--- src/source/lsu_pkg.sv ---
package lsu_pkg;

    ////////////////////
    // Datapath sizes
    ////////////////////

    localparam int XLEN   = 32;                  // Data word width.
    localparam int RAM_AW = 8;                   // Word address bits, 256 words.

    ////////////////////
    // RV32I funct3
    ////////////////////

    localparam logic [2:0] F3_B  = 3'b000;       // LB and SB.
    localparam logic [2:0] F3_H  = 3'b001;       // LH and SH.
    localparam logic [2:0] F3_W  = 3'b010;       // LW and SW.
    localparam logic [2:0] F3_BU = 3'b100;       // LBU only.
    localparam logic [2:0] F3_HU = 3'b101;       // LHU only.

    ////////////////////
    // APB register map
    ////////////////////

    localparam int APB_AW = 4;

    localparam logic [APB_AW-1:0] REG_CTRL      = 4'h0;
    localparam logic [APB_AW-1:0] REG_LOAD_CNT  = 4'h4;
    localparam logic [APB_AW-1:0] REG_STORE_CNT = 4'h8;
    localparam logic [APB_AW-1:0] REG_MISAL_CNT = 4'hC;

    // Control register fields
    localparam int CTRL_EN_BIT       = 0;        // Gates every request.
    localparam int CTRL_FAULT_EN_BIT = 1;        // Misaligned access gives a fault response.

    ////////////////////
    // Read word views
    ////////////////////

    // The same 32 bits seen as byte lanes or as halfword lanes.
    typedef union packed {
        logic [3:0][7:0]  bytes;                 // Lane 0 is the lowest address.
        logic [1:0][15:0] halves;                // Half 1 sits at address bit 1 set.
    } mem_word_u;

endpackage

--- src/source/store_align.sv ---
module store_align (
    input  logic [2:0]               funct3_i,
    input  logic [1:0]               addr_lo_i,
    input  logic [lsu_pkg::XLEN-1:0] data_i,
    output logic [lsu_pkg::XLEN-1:0] data_o,
    output logic [3:0]               wmask_o,
    output logic                     misaligned_o
);

    ////////////////////
    // Lane steering
    ////////////////////

    always_comb begin
        data_o       = data_i;
        wmask_o      = 4'b0000;
        misaligned_o = 1'b0;

        case (funct3_i)
            lsu_pkg::F3_B, lsu_pkg::F3_BU: begin
                data_o  = data_i << {addr_lo_i, 3'b000};  // Byte to its lane.
                wmask_o = 4'b0001 << addr_lo_i;
            end
            lsu_pkg::F3_H, lsu_pkg::F3_HU: begin
                if (addr_lo_i[0]) begin
                    misaligned_o = 1'b1;
                end else if (addr_lo_i[1]) begin
                    data_o  = data_i << 16;                // Upper halfword.
                    wmask_o = 4'b1100;
                end else begin
                    wmask_o = 4'b0011;
                end
            end
            lsu_pkg::F3_W: begin
                if (addr_lo_i != 2'b00) begin
                    misaligned_o = 1'b1;
                end else begin
                    wmask_o = 4'b1111;
                end
            end
            default: begin
                wmask_o = 4'b0000;                         // Unknown width writes nothing.
            end
        endcase
    end

endmodule

--- config.mk ---
export PLATFORM = sky130hd
export DESIGN_NAME = store_align
export DESIGN_NICKNAME = d
export VERILOG_FILES = /design/src/source/lsu_pkg.sv /design/src/source/store_align.sv
export SDC_FILE = /design/constraint.sdc
export NUM_CORES = 1
export LEC_CHECK = 0
export ABC_AREA = 1
export BUFFER_PORTS_ARGS = -buffer_cell sky130_fd_sc_hd__clkbuf_2
export CORE_MARGIN = 5
export CORE_UTILIZATION = 35
export DETAILED_ROUTE_END_ITERATION = 7
export GPL_ROUTABILITY_DRIVEN = 0
export PLACE_DENSITY_LB_ADDON = 0.08
export SYNTH_ARGS = -nofsm -noshare
export SYNTH_HDL_FRONTEND = slang
export SYNTH_SLANG_ARGS = --single-unit
--- constraint.sdc ---
create_clock -name vclk -period 2.1
set_input_delay 0.42 -clock vclk [all_inputs]
set_output_delay 0.42 -clock vclk [all_outputs]
set_load 0.01 [all_outputs]
* Yosys cells after proc, flatten, opt, wreduce, memory -nomap -nowiden
Index checks and enable logic that the tools add are counted.
Storage, ports and cells: register bits after elaboration 0, input port bits 37, output and inout bits 37, logic and storage cells 20
Operators by class: equal/unequal tests 4, shifts and indexed selects 2, multiplexer cells 10, reductions and logical operators 4
Operators with widths (number):
- $mux W32 | 2
- $pmux W32 S2 | 1
- $shl A32 B5 Y32 | 1
- $mux W4 | 3
- $pmux W4 S3 | 1
- $eq A3 B3 Y1 const B | 2
- $reduce_or A2 Y1 | 2
- $shl A1 B2 Y4 const A | 1
- $eq A3 B1 Y1 const B | 1
- $eq A3 B2 Y1 const B | 1
- $logic_not A3 Y1 | 1
- $mux W1 | 2
- $pmux W1 S2 | 1
- $reduce_bool A2 Y1 | 1

* Depth between registers and ports, before layout
depth after elaboration 3, mapped depth 8, mapped depth without buffers 7

* Worst setup path before layout
Ideal clock, no wire load.
kind input-to-output, from in funct3_i[1], to out data_o[19] in the netlist's numbering, arrival time 1.164 ns, required time 1.680 ns, setup slack 0.516 ns, stages on the path 7, buffers on the path 2, cells stage by stage buf_6 -> nor2_4 -> inv_4 -> nor2_8 -> buf_6 -> nand2_1 -> nand3_1
Between the ends: cells in the longest elaborated chain, start to end 3, elaborated cells on any way between the ends 7, those cells by class 3 x eq/ne; 1 x mux; 3 x reduce/logical
Ends and longest elaborated chain:
- from (decl) | RTL line store_align.sv:2 | input logic [2:0] funct3_i,
- $eq A3 B1 Y1 (tied with other cells) | RTL line store_align.sv:19 | case (funct3_i)
- $reduce_or A2 Y1 | RTL line store_align.sv:19
- $pmux W32 S2 * | RTL line store_align.sv:19
- to (decl) | RTL line store_align.sv:5 | output logic [lsu_pkg::XLEN-1:0] data_o,
Every way passes the cells marked *; elsewhere a longest branch is shown, timed or not.

* Worst setup path after layout
from in addr_lo_i[1], to out data_o[29] in the netlist's numbering
Between the ends: cells in the longest elaborated chain, start to end 3, elaborated cells on any way between the ends 4, those cells by class 1 x shift; 3 x mux
Ends and longest elaborated chain:
- from (decl) | RTL line store_align.sv:3 | input logic [1:0] addr_lo_i,
- parallel branches: the longest is 2 deep, another holds $shl A32 B5 Y32
- $pmux W32 S2 * | RTL line store_align.sv:19
Every way passes the cells marked *.

==> results by group <==
STA
  • Final TNS setup: 0 ns
  • Final Max Slew Viols: 0
  • Final Hold Fails: 0
  • Final WS setup: 0.139 ns
  • Fin crit share: 93.4%
  • Slew margin rel.: 66.8%
  • Fmax: 510 MHz
  • RSZ-0062 raised after global routing: false
  • Final setup violation count: 0
  • Min Clock Period, post-route: 1.96 ns
  • Worst slew pin tran: 0.496 ns
  • Hold_ws: 1.14 ns

Floorplanning
  • Die height: 70.2 um
  • Die ar.: 4920 um^2
  • # rows: 21
  • Horiz. Die Dim: 70.2 um
  • Num ports: 74
  • Core footprint: 3420 um^2
  • Effective utilization at floorplan: 37.1%

Synthesis
  • Mapped Nets: 305
  • Largest family of logic cells by synthesized area: simple AND/OR/NAND/NOR gates
  • Synth Area in Compound Gates: 8.59%
  • Synth Area in Adders: 0%
  • Synth Area in Simple Gates: 72.3%
  • Post-synth top cells: 147 x nand2_1, 37 x nand3_1, 31 x inv_1
  • Cells after Synth: 268
  • XOR/XNOR share of the synthesized area: 0%
  • Avg Synthesized Cell Area: 4.73 um^2
  • Yosys cell types: 23
  • Mux cell area share after synthesis: 0%
  • Area leader, netlist: nand2_1
  • Synth top area share: 43.5%
  • Synth warn: 0
  • Cell with the most instances after synthesis: nand2_1
  • Post-synthesis sequential area ratio: 0%
  • Mapped Area: 1270 um^2
  • Largest cells by area after synthesis: nand2_1 44%, nand3_1 15%, inv_1 9.2%

GRT
  • Initial antenna violation count: 0
  • Gr ovfl total: 0
  • Vias in the first global route: 1612
  • First-pass GRT wire length: 7.16 mm
  • Largest net degree at the start of global routing: 23
  • GRT Overall Usage: 16.9%

Placement
  • Placement Setup Slack: 0.130 ns
  • # port buffers: 74
  • DPL Wire Length: 3.39 mm
  • Placed instance area: 1650 um^2
  • Dpl cells: 380

Final layout
  • Num sequential: 0
  • Post-route cell area: 1680 um^2
  • Final nets: 376
  • Share of layout cells above drive strength 1: 33.2%
  • ANT cells: 0
  • Finished Layout Cells: 383
  • Fillers: 406
  • Register area: 0 um^2
  • # clk buffers: 0
  • Layout area overhead: 32.7%

Clocking
  • Post-CTS Resized: 0
  • Cts hold-fix bufs: 0
  • Setup bufs post-CTS: 0

Detailed routing
  • Vias: 1803
  • Average routed wire per standard cell: 11.4 um
  • Routed WL: 4.36 mm
  • Remaining DRCs: 0
  • DR iter-0 viols: 101
  • Via density: 4.71
  • Number of antenna-violating nets in the routed design: 0
  • Drt pass-1 iters: 4

Run
  • Max-Cap Viols: 0

Power
  • Pwr dens: 227 nW/um^2
  • Leakage power: 1.13 nW
  • VDD IR max: 0.112 mV

Min path
  • Min-delay worst type: input port to output pin

Worst setup path
  • Crit end category: output pin
  • Worst setup path class: input port to output pin
  • Crit Path Max Fanout: 10
  • WP data arrival: 1.54 ns
  • Worst EP required: 1.68 ns
  • CP Launch Type: input port

Outcome
  • Outcome: finished, final reports clean
cell usage in the layout (no fill, tap or decap), drive strengths merged:
master,n
buf,8
inv,37
or2,4
o22ai,1
nand3,44
o21ai,12
nand2,148
nand4,1
o211ai,2
clkbuf,74
nor2,6
report_power, final:
part           internal [W]  switching, W
logic              0.000151      0.000232
clock network             0             0
registers                 0             0
total              0.000151      0.000232
stage by stage:
stage | utilization, % | total power (W)
after CTS | 48.2 | 0.000380
after global routing | 49.2 | 0.000431
after global placement | 48.2 | 0.000379
after floorplan | - | 0.000240
after detailed placement | 48.2 | 0.000379
final | 49.2 | 0.000383
path summary, 6_finish.rpt:
kind              cells after the start  slack [ns]          to         start
hold / removal                        4        1.14   data_o[5]     data_i[5]
setup / recovery                      8        0.14  data_o[29]  addr_lo_i[1]
worst max-delay path, stage by stage:
cell and delay (ns):
clkbuf_2 0.21, inv_4 0.19, nor2_4 0.07, buf_12 0.13, or2_2 0.26, nand2_1 0.07
nand2_1 0.06, clkbuf_2 0.12
layer usage:
metal / vias to the layer above / part of all wire, % / track usage [%]
met5: - / 0 / 0
met4: 0 / 0 / 1.70
met3: 0 / 7.7 / 1.72
met2: 69 / 45 / 28.9
met1: 767 / 47 / 23.6
li1: 967 / - / -
logic make-up after synthesis:
family | after synthesis
compound gates | 15
buf+inv | 50
simple gates | 203
area by class of cell:
cell class / count / area (um^2) / area share (%)
repair buffers: 82 / 455 / 27.1
well taps: 46 / 57.6 / 3.42
multi-input cells: 218 / 1020 / 60.9
inverters: 37 / 144 / 8.56
No activity file was read; power rests on OpenSTA's default activity.
