[src/source/lsu_pkg.sv]
package lsu_pkg;

    ////////////////////
    // Datapath sizes
    ////////////////////

    localparam int XLEN   = 32;                  // Data word width.
    localparam int RAM_AW = 8;                   // Word address bits, 256 words.

    ////////////////////
    // RV32I funct3
    ////////////////////

    localparam logic [2:0] F3_B  = 3'b000;       // LB and SB.
    localparam logic [2:0] F3_H  = 3'b001;       // LH and SH.
    localparam logic [2:0] F3_W  = 3'b010;       // LW and SW.
    localparam logic [2:0] F3_BU = 3'b100;       // LBU only.
    localparam logic [2:0] F3_HU = 3'b101;       // LHU only.

    ////////////////////
    // APB register map
    ////////////////////

    localparam int APB_AW = 4;

    localparam logic [APB_AW-1:0] REG_CTRL      = 4'h0;
    localparam logic [APB_AW-1:0] REG_LOAD_CNT  = 4'h4;
    localparam logic [APB_AW-1:0] REG_STORE_CNT = 4'h8;
    localparam logic [APB_AW-1:0] REG_MISAL_CNT = 4'hC;

    // Control register fields
    localparam int CTRL_EN_BIT       = 0;        // Gates every request.
    localparam int CTRL_FAULT_EN_BIT = 1;        // Misaligned access gives a fault response.

    ////////////////////
    // Read word views
    ////////////////////

    // The same 32 bits seen as byte lanes or as halfword lanes.
    typedef union packed {
        logic [3:0][7:0]  bytes;                 // Lane 0 is the lowest address.
        logic [1:0][15:0] halves;                // Half 1 sits at address bit 1 set.
    } mem_word_u;

endpackage

[src/source/load_extend.sv]
module load_extend (
    input  logic [2:0]               funct3_i,
    input  logic [1:0]               addr_lo_i,
    input  logic [lsu_pkg::XLEN-1:0] word_i,
    output logic [lsu_pkg::XLEN-1:0] data_o
);

    lsu_pkg::mem_word_u word_v;
    logic [7:0]         sel_byte;
    logic [15:0]        sel_half;

    ////////////////////
    // Lane select
    ////////////////////

    assign word_v   = word_i;
    assign sel_byte = word_v.bytes[addr_lo_i];            // Byte at the offset.
    assign sel_half = word_v.halves[addr_lo_i[1]];        // Halfword at bit 1.

    ////////////////////
    // Extension
    ////////////////////

    always_comb begin
        case (funct3_i)
            lsu_pkg::F3_B: begin
                data_o = {{(lsu_pkg::XLEN-8){sel_byte[7]}}, sel_byte};
            end
            lsu_pkg::F3_BU: begin
                data_o = {{(lsu_pkg::XLEN-8){1'b0}}, sel_byte};
            end
            lsu_pkg::F3_H: begin
                data_o = {{(lsu_pkg::XLEN-16){sel_half[15]}}, sel_half};
            end
            lsu_pkg::F3_HU: begin
                data_o = {{(lsu_pkg::XLEN-16){1'b0}}, sel_half};
            end
            default: begin
                data_o = word_i;                          // LW passes through.
            end
        endcase
    end

endmodule

[config.mk]
export PLATFORM = sky130hd
export DESIGN_NAME = load_extend
export DESIGN_NICKNAME = d
export VERILOG_FILES = /design/src/source/lsu_pkg.sv /design/src/source/load_extend.sv
export SDC_FILE = /design/constraint.sdc
export NUM_CORES = 1
export LEC_CHECK = 0
export ABC_CLOCK_PERIOD_IN_PS = 2500
export BUFFER_PORTS_ARGS = -buffer_cell sky130_fd_sc_hd__buf_4
export CORE_MARGIN = 3
export CORE_UTILIZATION = 36
export DETAILED_ROUTE_END_ITERATION = 6
export GPL_ROUTABILITY_DRIVEN = 0
export PLACE_DENSITY_LB_ADDON = 0.2
export SLEW_MARGIN = 0
export SYNTH_ARGS = -nofsm -noshare
export SYNTH_HDL_FRONTEND = slang
export SYNTH_SLANG_ARGS = --single-unit
[constraint.sdc]
create_clock -name vclk -period 2.5
set_clock_uncertainty 0.15 [all_clocks]
set_input_delay 0.5 -clock vclk [all_inputs]
set_output_delay 0.5 -clock vclk [all_outputs]
set_load 0.1 [all_outputs]
==> Implementation_results.wiki, run 1 <==
{| class="wikitable"
! Metric !! Value
|-
| Number of cells upsized or downsized after cts || 48
|-
| Multiplexer fraction of the synthesized cell area || 18.9%
|-
| Count of input and output buffers || 69
|-
| Cell area after synthesis || 628 µm²
|-
| Avg Synthesized Cell Area || approximately 5.8 µm²
|-
| Count of hold-fix buffers inserted at cts || 0
|-
| Error Message || [ERROR DPL-0038] Utilization greater than 100%, impossible to legalize
|-
| Cell row count || 14
|-
| Starting density of the core || between 30% and 40%
|-
| Placement Setup Slack || -129 ps
|-
| Placed instance count || 202
|-
| Num ports || 69
|-
| Sequential-to-total area share from yosys stat || 0%
|-
| Estimated wirelength of the detail-placed design || between 3000 and 4000 µm
|-
| Die width || roughly 48 µm
|-
| Post-synthesis adder-cell area fraction || 0%
|-
| Gate Count Post-Synth || about 110
|-
| Largest family of logic cells by synthesized area || simple AND/OR/NAND/NOR gates
|-
| Net count after synthesis || between 100 and 150
|-
| Run status || did not finish
|-
| Post-CTS setup-driven buffer insertion count || 0
|-
| Count of warnings emitted by yosys || 0
|-
| Synthesized-area fraction occupied by xor and xnor cells || 0%
|-
| Stage where the flow stopped || 4_1_cts
|-
| Synth Area in Compound Gates || 30.9%
|-
| Count of distinct cell types in the synthesized netlist || 25
|-
| Area fraction in and, or, nand and nor cells after synthesis || a little over two fifths
|-
| Floorplan die height || 47.8 µm
|}
through the flow:
| stage | instance area (µm²) | setup TNS (ps) | utilization [%] |
|---|---|---|---|
| 3_5_place_dp | 1500 | -1380 | 95.2 |
| 3_3_place_gp | 1500 | -598 | 95.2 |
| 2_1_floorplan | 896 | -1880 | - |
Yosys cell counts:
cell	instances	area share, %
o32ai_1	1	1.4
or2_2	1	1.0
nor3b_4	1	3.0
o21bai_1	1	1.2
nor2_1	5	3.0
nand3b_1	1	1.2
mux2_2	5	9.0
nand2_1	44	26
buf_6	1	1.8
o311ai_0	1	1.4
nand2_2	2	2.0
inv_1	1	0.60
o211ai_1	2	2.4
mux2i_1	4	6.4
nor2b_1	4	4.0
nand3_1	1	0.80
nand2b_1	1	1.0
nor3_1	1	0.80
buf_2	3	2.4
clkbuf_1	4	2.4
o21bai_4	1	3.0
o21ai_0	9	7.2
a22oi_1	8	9.6
mux4_2	1	3.6
a21oi_1	6	4.8
kinds of logic after synthesis:
logic type,Yosys count
AND/OR/NAND/NOR,61
buffers and inverters,9
multiplexers,10
AO/OA/AOI/OAI,29
==> run 2, diff against run 1 <==
--- a/config.mk
+++ b/config.mk
@@ -7,11 +7,11 @@
 export LEC_CHECK = 0
 export ABC_CLOCK_PERIOD_IN_PS = 2500
 export BUFFER_PORTS_ARGS = -buffer_cell sky130_fd_sc_hd__buf_4
-export CORE_MARGIN = 3
-export CORE_UTILIZATION = 36
+export CORE_AREA = 3 3 64 66
 export DETAILED_ROUTE_END_ITERATION = 6
+export DIE_AREA = 0 0 67 69
 export GPL_ROUTABILITY_DRIVEN = 0
-export PLACE_DENSITY_LB_ADDON = 0.2
+export PLACE_DENSITY_LB_ADDON = 0.15
 export SLEW_MARGIN = 0
 export SYNTH_ARGS = -nofsm -noshare
 export SYNTH_HDL_FRONTEND = slang
==> run 2 against run 1 <==
The flow now finishes, with violations (setup timing); area after synthesis did not move; synthesized cell count did not move.
==> Implementation_results.wiki, run 2 <==
{| class="wikitable"
! Metric !! Value
|-
| Number of max-capacitance violations reported || 0
|-
| Final worst-path setup slack || -16.1 ps
|-
| Count of distinct cell types in the synthesized netlist || 25
|-
| Synth area leader || nand2_1
|-
| Cell area after synthesis || approximately 630 µm²
|-
| Total vias in the final route || around 1100
|-
| Launch point of the worst path || addr_lo_i[0]
|-
| Top post-synthesis cells by count || nand2_1 (44), o21ai_0 (9), a22oi_1 (8)
|-
| Peak fanout along the critical path || 7
|-
| Area contributors post-synth || nand2_1 (26%), a22oi_1 (9.6%), mux2_2 (9.0%), o21ai_0 (7.2%), mux2i_1 (6.4%)
|-
| DR DRC count || 0
|-
| Signed area change from the synthesized netlist to the final layout || 189%
|-
| Maximum clock frequency || about 400 MHz
|-
| Ratio of cells with drive above 1 in the final layout || 69.6%
|-
| Count of hold-fix buffers inserted at cts || 0
|-
| Setup violation total in the final timing report || 9
|-
| Avg Synthesized Cell Area || around 5.8 µm²
|-
| Estimated wirelength of the detail-placed design || 2750 µm
|-
| Count of input and output buffers || approximately 70
|-
| Die footprint || approximately 4600 µm²
|-
| Starting density of the core || 17.3%
|-
| Share of the core filled with cells || between 40% and 50%
|-
| Final antenna-violating net count || 0
|-
| Leakage component of the power || 0.856 nW
|-
| Worst Hold Endpoint || data_o[26]
|-
| Post-CTS setup-driven buffer insertion count || 0
|-
| Path class of the lowest-slack min-delay path || primary input to primary output
|-
| Fin. max-slew vios || 0
|-
| Cell with the most instances after synthesis || nand2_1
|-
| Area of placed instances || 1590 µm²
|-
| Antenna violations before repair || 0
|-
| Endpoint class of the critical path || primary output
|-
| Cell row count || 22
|-
| Most common library cell in the layout ignoring fill and taps || buf_4
|-
| Signal arrival time at the worst endpoint || roughly 1900 ps
|-
| DRC violation total after the first TritonRoute iteration || 27
|-
| Maximum vdd ir drop || around 0.14 mV
|-
| Num ports || roughly 70
|-
| CP Data Required Time || ~1900 ps
|-
| Count of warnings emitted by yosys || 0
|-
| Startpoint of the lowest-slack hold path || word_i[26]
|-
| Sequential-to-total area share from yosys stat || 0%
|-
| Design Area, Final || roughly 1800 µm²
|-
| Clock buf count || 0
|-
| Number of endpoints with negative hold slack in the final report || 0
|-
| Core area || between 3000 and 4000 µm²
|-
| Number of sequential storage elements || 0
|-
| Via/cell ratio || approximately 4.6
|-
| Worst slew pin tran || 260 ps
|-
| Gate Count Post-Synth || around 110
|-
| Average routed wire per standard cell || roughly 14 µm
|-
| Post-layout minimum cycle time || roughly 2500 ps
|-
| First-pass GRT wire length || roughly 5400 µm
|-
| Pre-antenna DRT Iters || 4
|-
| Number of global-route vias before repair || approximately 1100
|-
| Power density normalized to cell area || between 400 and 500 nW/µm²
|-
| Run status || finished, violations left
|-
| Antenna diodes || 0
|-
| Total routed wirelength || between 3000 and 4000 µm
|-
| Tcrit/Tclk final || 101%
|-
| Crit Path Category || primary input to primary output
|-
| Gr ovfl total || 0
|-
| Total global-route track usage || ~14%
|-
| Net count after synthesis || approximately 150
|-
| Leading cell types in the layout, fill and taps excluded || buf_4 (68), nand2_1 (29), buf_12 (16)
|-
| Share of the synthesized area in the top cell type || 26.3%
|-
| Maximum number of pins on one net before global-route repair || 21
|-
| Failing checks || setup timing
|-
| Post-layout net count || 230
|-
| Nature of the critical path startpoint || primary input
|-
| Slew headroom || between 80% and 90%
|-
| Setup repair after global routing missed its margin || true
|-
| Worst hold stages || 4
|-
| Floorplan die height || about 69 µm
|-
| Sequential Area || 0 µm²
|-
| Die width || about 67 µm
|}
run 2: cell counts after synthesis:
Identical to the previous run, type by type.
run 2: worst max-delay path by stage:
stage                  to  cells past startpoint
2_1_floorplan  data_o[11]                      3
3_3_place_gp   data_o[16]                      7
3_5_place_dp   data_o[16]                      7
4_1_cts        data_o[30]                      7
5_1_grt        data_o[30]                      7
6_report       data_o[30]                      7
run 2: logic make-up after synthesis:
family,count (synthesis),share of synthesized area [%]
compound gates,29,30.9
buf+inv,9,7.17
mux,10,18.9
simple gates,61,43.0
run 2: timing repair:
action	in CTS	in global routing
resized for setup	51	2
pin swaps	5	2
gates cloned	0	0
endpoints found under the setup margin	16	17
run 2: power breakdown:
part	internal, W	leakage (nW)	switching, W	total (W)
combinational	0.000248	0.856	0.000507	0.000754
clock	0	0	0	0
sequential	0	0	0	0
run 2: critical path: stages:
cell and delay (ps):
buf_6 70, mux4_2 500, nor3b_4 180, o21bai_4 190, buf_12 190, nand2_4 60, buf_12 160
run 2: stage by stage:
step / hold WS [ps] / TNS [ps] / power (W) / worst slack, ps / instances
after floorplan: 1130 / -1880 / 0.000512 / -377 / 109
after global placement: 1300 / -814 / 0.000681 / -70.5 / 239
after detailed placement: 1300 / -1100 / 0.000685 / -90.9 / 239
after CTS: 1250 / -470 / 0.000755 / -41.3 / 239
final: 1250 / -58.4 / 0.000754 / -16.1 / 239
after global routing: 1270 / -657 / 0.000786 / -57.8 / 239
run 2: final cells by class:
class                      count  area (µm²)
fill                         372        1820
timing repair buffer          90         898
multi-input combinational    100         852
tap                           48        60.1
inverter                       1        3.75
run 2: per-layer routing:
layer	up-vias	wire (µm)	track usage (%)
li1	542	-	-
met1	508	1300	19.2
met2	43	1730	24.7
met3	0	238	1.30
met4	0	0	0.225
met5	-	0	0
Power figures use the tool's default switching activity.
