**config.mk**
```make
export PLATFORM = sky130hd
export DESIGN_NAME = lsu_csr
export DESIGN_NICKNAME = d
export VERILOG_FILES = /design/src/source/lsu_pkg.sv /design/src/source/lsu_csr.sv
export SDC_FILE = /design/constraint.sdc
export NUM_CORES = 1
export LEC_CHECK = 0
export BUFFER_PORTS_ARGS = -buffer_cell sky130_fd_sc_hd__buf_4
export CORE_MARGIN = 2
export CORE_UTILIZATION = 53
export CTS_BUF_LIST = sky130_fd_sc_hd__clkbuf_8 sky130_fd_sc_hd__clkbuf_16
export CTS_CLUSTER_DIAMETER = 60
export DETAILED_ROUTE_END_ITERATION = 8
export PLACE_DENSITY = 0.77
export SLEW_MARGIN = 20
export SYNTH_ARGS = -nofsm -noshare
export SYNTH_HDL_FRONTEND = slang
export SYNTH_SLANG_ARGS = --single-unit
export TNS_END_PERCENT = 30
```
**constraint.sdc**
```tcl
create_clock -name clk -period 1.8 [get_ports clk]
set_input_delay 0.09 -clock clk [delete_from_list [all_inputs] [get_ports clk]]
set_output_delay 0.09 -clock clk [all_outputs]
set_load 0.02 [all_outputs]
```
**src/source/lsu_pkg.sv**
```systemverilog
package lsu_pkg;

    ////////////////////
    // Datapath sizes
    ////////////////////

    localparam int XLEN   = 32;                  // Data word width.
    localparam int RAM_AW = 8;                   // Word address bits, 256 words.

    ////////////////////
    // RV32I funct3
    ////////////////////

    localparam logic [2:0] F3_B  = 3'b000;       // LB and SB.
    localparam logic [2:0] F3_H  = 3'b001;       // LH and SH.
    localparam logic [2:0] F3_W  = 3'b010;       // LW and SW.
    localparam logic [2:0] F3_BU = 3'b100;       // LBU only.
    localparam logic [2:0] F3_HU = 3'b101;       // LHU only.

    ////////////////////
    // APB register map
    ////////////////////

    localparam int APB_AW = 4;

    localparam logic [APB_AW-1:0] REG_CTRL      = 4'h0;
    localparam logic [APB_AW-1:0] REG_LOAD_CNT  = 4'h4;
    localparam logic [APB_AW-1:0] REG_STORE_CNT = 4'h8;
    localparam logic [APB_AW-1:0] REG_MISAL_CNT = 4'hC;

    // Control register fields
    localparam int CTRL_EN_BIT       = 0;        // Gates every request.
    localparam int CTRL_FAULT_EN_BIT = 1;        // Misaligned access gives a fault response.

    ////////////////////
    // Read word views
    ////////////////////

    // The same 32 bits seen as byte lanes or as halfword lanes.
    typedef union packed {
        logic [3:0][7:0]  bytes;                 // Lane 0 is the lowest address.
        logic [1:0][15:0] halves;                // Half 1 sits at address bit 1 set.
    } mem_word_u;

endpackage

```
**src/source/lsu_csr.sv**
```systemverilog
module lsu_csr (
    input  logic                       clk,
    input  logic                       arst_n_i,
    input  logic [lsu_pkg::APB_AW-1:0] paddr_i,
    input  logic                       psel_i,
    input  logic                       penable_i,
    input  logic                       pwrite_i,
    input  logic [lsu_pkg::XLEN-1:0]   pwdata_i,
    input  logic                       load_evt_i,
    input  logic                       store_evt_i,
    input  logic                       misal_evt_i,
    output logic [lsu_pkg::XLEN-1:0]   prdata_o,
    output logic                       pready_o,
    output logic                       pslverr_o,
    output logic                       en_o,
    output logic                       fault_en_o
);

    logic                           access;
    logic                           wr_access;
    logic                           hit_ctrl;
    logic                           mapped;
    logic [2:0]                     hit_cnt;     // Misal, store, load.
    logic [2:0]                     clr;
    logic [2:0]                     evt;
    logic [1:0]                     ctrl_q;
    logic [2:0][lsu_pkg::XLEN-1:0]  cnt_q;

    ////////////////////
    // APB decode
    ////////////////////

    assign access    = psel_i && penable_i;
    assign wr_access = access && pwrite_i;

    assign hit_ctrl   = (paddr_i == lsu_pkg::REG_CTRL);
    assign hit_cnt[0] = (paddr_i == lsu_pkg::REG_LOAD_CNT);
    assign hit_cnt[1] = (paddr_i == lsu_pkg::REG_STORE_CNT);
    assign hit_cnt[2] = (paddr_i == lsu_pkg::REG_MISAL_CNT);
    assign mapped     = hit_ctrl || (hit_cnt != 3'b000);

    assign pready_o  = 1'b1;                       // No wait states.
    assign pslverr_o = access && !mapped;

    assign clr = hit_cnt & {3{wr_access}};
    assign evt = {misal_evt_i, store_evt_i, load_evt_i};

    always_comb begin
        prdata_o = '0;
        if (access && !pwrite_i) begin
            case (paddr_i)
                lsu_pkg::REG_CTRL:      prdata_o = {{(lsu_pkg::XLEN-2){1'b0}}, ctrl_q};
                lsu_pkg::REG_LOAD_CNT:  prdata_o = cnt_q[0];
                lsu_pkg::REG_STORE_CNT: prdata_o = cnt_q[1];
                lsu_pkg::REG_MISAL_CNT: prdata_o = cnt_q[2];
                default:                prdata_o = '0;
            endcase
        end
    end

    ////////////////////
    // Registers
    ////////////////////

    always_ff @(posedge clk or negedge arst_n_i) begin
        if (!arst_n_i) begin
            ctrl_q <= 2'b00;                       // Datapath off after reset.
            cnt_q  <= '0;
        end else begin
            if (wr_access && hit_ctrl) begin
                ctrl_q[lsu_pkg::CTRL_EN_BIT]       <= pwdata_i[lsu_pkg::CTRL_EN_BIT];
                ctrl_q[lsu_pkg::CTRL_FAULT_EN_BIT] <= pwdata_i[lsu_pkg::CTRL_FAULT_EN_BIT];
            end
            for (int i = 0; i < 3; i++) begin
                if (clr[i]) begin
                    cnt_q[i] <= '0;                // Clear wins over a same-edge event.
                end else if (evt[i]) begin
                    cnt_q[i] <= cnt_q[i] + 1'b1;
                end
            end
        end
    end

    assign en_o       = ctrl_q[lsu_pkg::CTRL_EN_BIT];
    assign fault_en_o = ctrl_q[lsu_pkg::CTRL_FAULT_EN_BIT];

    // Access phase only ever follows a selected setup phase
    penable_needs_psel: assert property (
        @(posedge clk) disable iff (!arst_n_i) penable_i |-> psel_i
    ) else $error("lsu_csr: penable without psel");

endmodule

```
---- Word-level counts from Yosys, hierarchy flattened ----
Index checks and enable logic that the tools add are counted.
Widths: inputs -> output; s select.
storage, ports and cells
  input port bits ......................... 44
  flip-flop bits (word level) ............. 98
cells by class
  equality and inequality tests ........... 3
  muxes and demuxes ....................... 8
  reduce and logical (&&, ||, !) cells .... 13
  bitwise gates (word level) .............. 1
  $add $sub $neg .......................... 3
operator list
  cell                   number
  $mux 32                7
  $pmux 32 s4            1
  $add 32x1->32 const B  3
  $eq 4x4->1 const B     2
  $reduce_bool 2->1      3
  $logic_and 1x1->1      5
  $eq 4x3->1 const B     1
  $logic_not 4->1        1
  $and 3x3->3            1
  $reduce_bool 3->1      1
  $logic_not 1->1        2
  $logic_or 1x1->1       1

---- Longest topological paths before layout ----
  depth in word-level cells ............... 5
  gate-level depth with buffers ........... 7
  gate-level depth less buffers ........... 5

---- Worst setup path after synthesis ----
OpenSTA, ideal clock, no wires.
  path kind ............................... register to register
  start ................................... register cnt_q[0] in the netlist's numbering
  end ..................................... register cnt_q[28] in the netlist's numbering
  cell stages (with the launch flop) ...... 7
  data arrival time ....................... 1,934 ps
  period minus slack after synthesis ...... 2,012 ps
  library setup time ...................... 78 ps
  buffers on the path ..................... 1
  required time ........................... 1,722 ps
  slack ................................... -212 ps
  cell sequence ........................... dfrtp_1 ha_1 nand4_1 or3_1 buf_2 or4_1 a21oi_1
on the way
  longest elaborated chain between the ends .. 3
ends and longest elaborated chain
  item                              RTL line       RTL
  start: declaration                lsu_csr.sv:27  logic [2:0][lsu_pkg::XLEN-1:0] cnt_q;
  start signal: indexed assignment  lsu_csr.sv:78  cnt_q[i] <= cnt_q[i] + 1'b1;
  $add 32x1->32                     lsu_csr.sv:78
  $mux 32                           lsu_csr.sv:77  end else if (evt[i]) begin
  $mux 32                           lsu_csr.sv:75  if (clr[i]) begin
Every way passes these cells. The select of a mux whose other input is x is not followed.
A chain may end at the register's enable or synchronous reset.

---- Final worst setup path ----
  start ................................... register cnt_q[64] in the netlist's numbering
  end ..................................... register cnt_q[86] in the netlist's numbering
Same word-level chain as after synthesis.

==> impl_metrics.py <==
metrics = {
    "status": {
        "status": "finished with violations",
        "violations": "negative setup slack",
    },
    "timing": {
        "fin_crit_sh_pct": 106,
        "rsz0062_at_grt": "yes",
        "finalSetupViolCount": 17,
        "layout_setup_ws_ps": -113,
        "period_needed_ps": 1910,
        "tightestPinTransition_ps": 645,
        "hold_viol_final": 0,
        "slew-limit-headroom_pct": 56.9,
        "max_freq_mhz": 523,
        "fin_skew_ps": 6.39,
        "drv_slew": 0,
    },
    "global_route": {
        "grt_pass1_vias": 5967,
        "globalRouteOverflowTotal": 0,
        "grt_pass1_wl_mm": 29.8,
        "grt_max_degree": 46,
        "antenna_found_initial": 0,
        "grtUsageTotal_pct": 29.9,
    },
    "pwr": {
        "ir_drop_mv": 0.802,
        "p_leak_nw": 3.48,
        "p_per_area_nw_per_um2": 779,
        "power_w": 0.00629,
    },
    "logic_synthesis": {
        "synth_common_cells": "dfrtp_1 (98), nor2_1 (72), nand2_1 (53)",
        "ys_top_cells_by_area": "dfrtp_1 (41%), mux2_2 (5.6%), nor2_1 (4.5%), a22oi_1 (3.7%), a21oi_1 (3.3%)",
        "post-synth-top-count-cell": "dfrtp_1",
        "synthesis.nets": 725,
        "synth_area_um2": 6050,
        "synth_top_area_cell": "dfrtp_1",
        "synth_edf_count": 0,
        "syn_area_per_cell_um2": 8.92,
        "yosys_warnings": 0,
        "synth.distinct_cells": 45,
        "ys_seq_elements": 98,
        "synth_top_area_share_pct": 40.5,
        "ys_seq_area_share_pct": 40.5,
        "syn_inst": 678,
        "synth-async-reset-ratio_pct": 100,
        "synthFlopType": "dfrtp_1",
    },
    "clock_network": {
        "cts_buffer_depth": 2,
        "root_buffer": "clkbuf_16",
        "cts_tree": "yes",
        "cts_buffers": 9,
        "clk_pin_slew_worst_paths_ps": 60,
        "cts.sinks": 98,
        "clock_latency_ps": 350,
        "cts_htree_levels": 3,
    },
    "critical_path": {
        "crit_arrival_ps": 2190,
        "required_ps": 2070,
        "crit_chain": "ha_4 -> nand3_4 -> or3_4 -> buf_4 -> or4_4 -> a21oi_2",
        "crit_buf_inv": 1,
        "ff2ff_path_depth": 6,
        "cpPeakStageDelay_ps": 450,
        "rr_startpoint": "cnt_q[64]$_DFFE_PN0P_",
        "reg2reg_to": "cnt_q[86]$_DFFE_PN0P_",
        "end_kind": "flip-flop",
        "critPathTopFamily": "simple AND/OR/NAND/NOR gates",
        "rrSetupSlack_ps": -110,
        "crit_type": "flip-flop to flip-flop",
        "slowest_stage": "or3_4",
        "crit_fanout": 5,
        "critical_path_depth": 6,
        "start_kind": "flip-flop",
    },
    "die": {
        "ioPinCount": 80,
        "chipHeight_um": 111,
        "start_util_pct": 53.7,
        "dieArea_um2": 12300,
        "fp.coreArea_um2": 11300,
        "dieWidth_um": 111,
        "rows": 39,
    },
    "place": {
        "gp_congestion": 0.906,
        "port_buffers": 48,
        "dp_hpwl_mm": 12.7,
    },
    "min_path": {
        "min_to": "cnt_q[32]$_DFFE_PN0P_",
        "worstHoldPathCells": 3,
        "min-delay-start": "store_evt_i",
        "min_path_type": "input pin to flip-flop",
    },
    "drt": {
        "viasPerCell": 6.29,
        "detail_route.first_pass.iterations": 5,
        "drtIter0Drc": 583,
        "drt_wl_total_mm": 18.6,
        "detail-route-antenna-nets": 0,
        "vias": 6079,
        "wl_per_cell_um": 19.2,
        "post-route-drc-count": 0,
    },
    "finish": {
        "drive_gt1_share_pct": 33.9,
        "area_growth_pct": 33.6,
        "final_util_pct": 71.7,
        "final_nets": 865,
        "antenna_cells": 0,
    },
    "job": {
        "drv_cap": 0,
    },
}
-- report_power, final --
part | internal (W) | switching (W)
registers | 0.00243 | 0.000181
logic | 0.000868 | 0.000815
clock network | 0.00118 | 0.000822
-- per-stage QoR --
stage	setup TNS [ps]	area (um2)	hold slack [ps]	instances	setup WS [ps]
global placement	-113	7280	142	927	-52.5
finish	-846	8080	63.6	966	-113
global route	-2800	8080	80.8	966	-181
CTS	-431	7780	55.2	958	-75.9
floorplan	-1080	6100	-206	678	-172
detailed placement	-745	7280	155	927	-97.3
-- layout by cell type, fill, tap and decap left out, types with 15 or more instances in the layout --
cell	synthesis	routed
nor2_1	72	71
nand4_1	30	30
nand2_1	53	53
a22oi_1	30	29
nand3_1	30	27
dfrtp_1	98	96
a21oi_1	40	29
mux2i_1	19	19
o31ai_1	23	17
nand2b_1	19	19
o21ai_0	16	15
mux2_2	30	30
xnor2_1	22	22
buf_4	2	156
or4_1	25	17
inv_1	13	15
-- state kept, by name, indices dropped and copies added (netlist names) --
name and flops:
cnt_q 96, ctrl_q 2
-- tightest hold or removal path, cell delays in order --
cell     delay (ps)
buf_4           130
xnor2_1          70
nor2_1           80
-- layout make-up --
class                           count  area (um2)
Timing Repair Buffer              172        1390
Multi-Input combinational cell    524        3700
Tap cell                          143         179
Fill cell                         775        3190
Clock inverter                      4        42.5
Sequential cell                    98        2450
Clock buffer                       12         267
Inverter                           13        48.8
-- timing repair --
action,CTS,global route
hold buffers,3,0
cloned,2,1
gates resized for setup,17,54
setup buffers,10,8
pin swaps,13,23
setup endpoints to repair,25,50
endpoints found under the hold margin,45,0
-- cells by family (layout without fill, tap and decap cells) --
family,count (synthesis),in the layout,synth area share (%)
AO/OA/AOI/OAI,123,123,13.2
XOR/XNOR,32,32,4.63
adder cells (fa/ha/maj),3,3,0.621
buffers and inverters,59,201,4.01
flip-flops,98,98,40.5
multiplexers,51,51,9.47
other,1,1,0.0620
AND/OR/NAND/NOR,311,314,27.5
-- routing by layer --
metal  vias up  wire length [um]  global-route usage, %  part of all wire [%]
met5         -                 0                      0                     0
met4         0               666                   14.8                   3.6
met3        49               884                   2.52                   4.8
met2       242              9530                   50.7                    51
met1      3000              7490                   38.7                    40
li1       2788                 -                      -                     -
-- worst max-delay path by stage --
stage | start | end
after floorplan | cnt_q[0]$_DFFE_PN0P_ | cnt_q[20]$_DFFE_PN0P_
after global routing | cnt_q[0]$_DFFE_PN0P_ | cnt_q[22]$_DFFE_PN0P_
after CTS | cnt_q[65]$_DFFE_PN0P_ | cnt_q[86]$_DFFE_PN0P_
after detailed placement | cnt_q[32]$_DFFE_PN0P_ | cnt_q[56]$_DFFE_PN0P_
after global placement | cnt_q[69]$_DFFE_PN0P_ | cnt_q[91]$_DFFE_PN0P_
final | cnt_q[64]$_DFFE_PN0P_ | cnt_q[86]$_DFFE_PN0P_
Note: power is estimated with default switching activity, not from simulation.
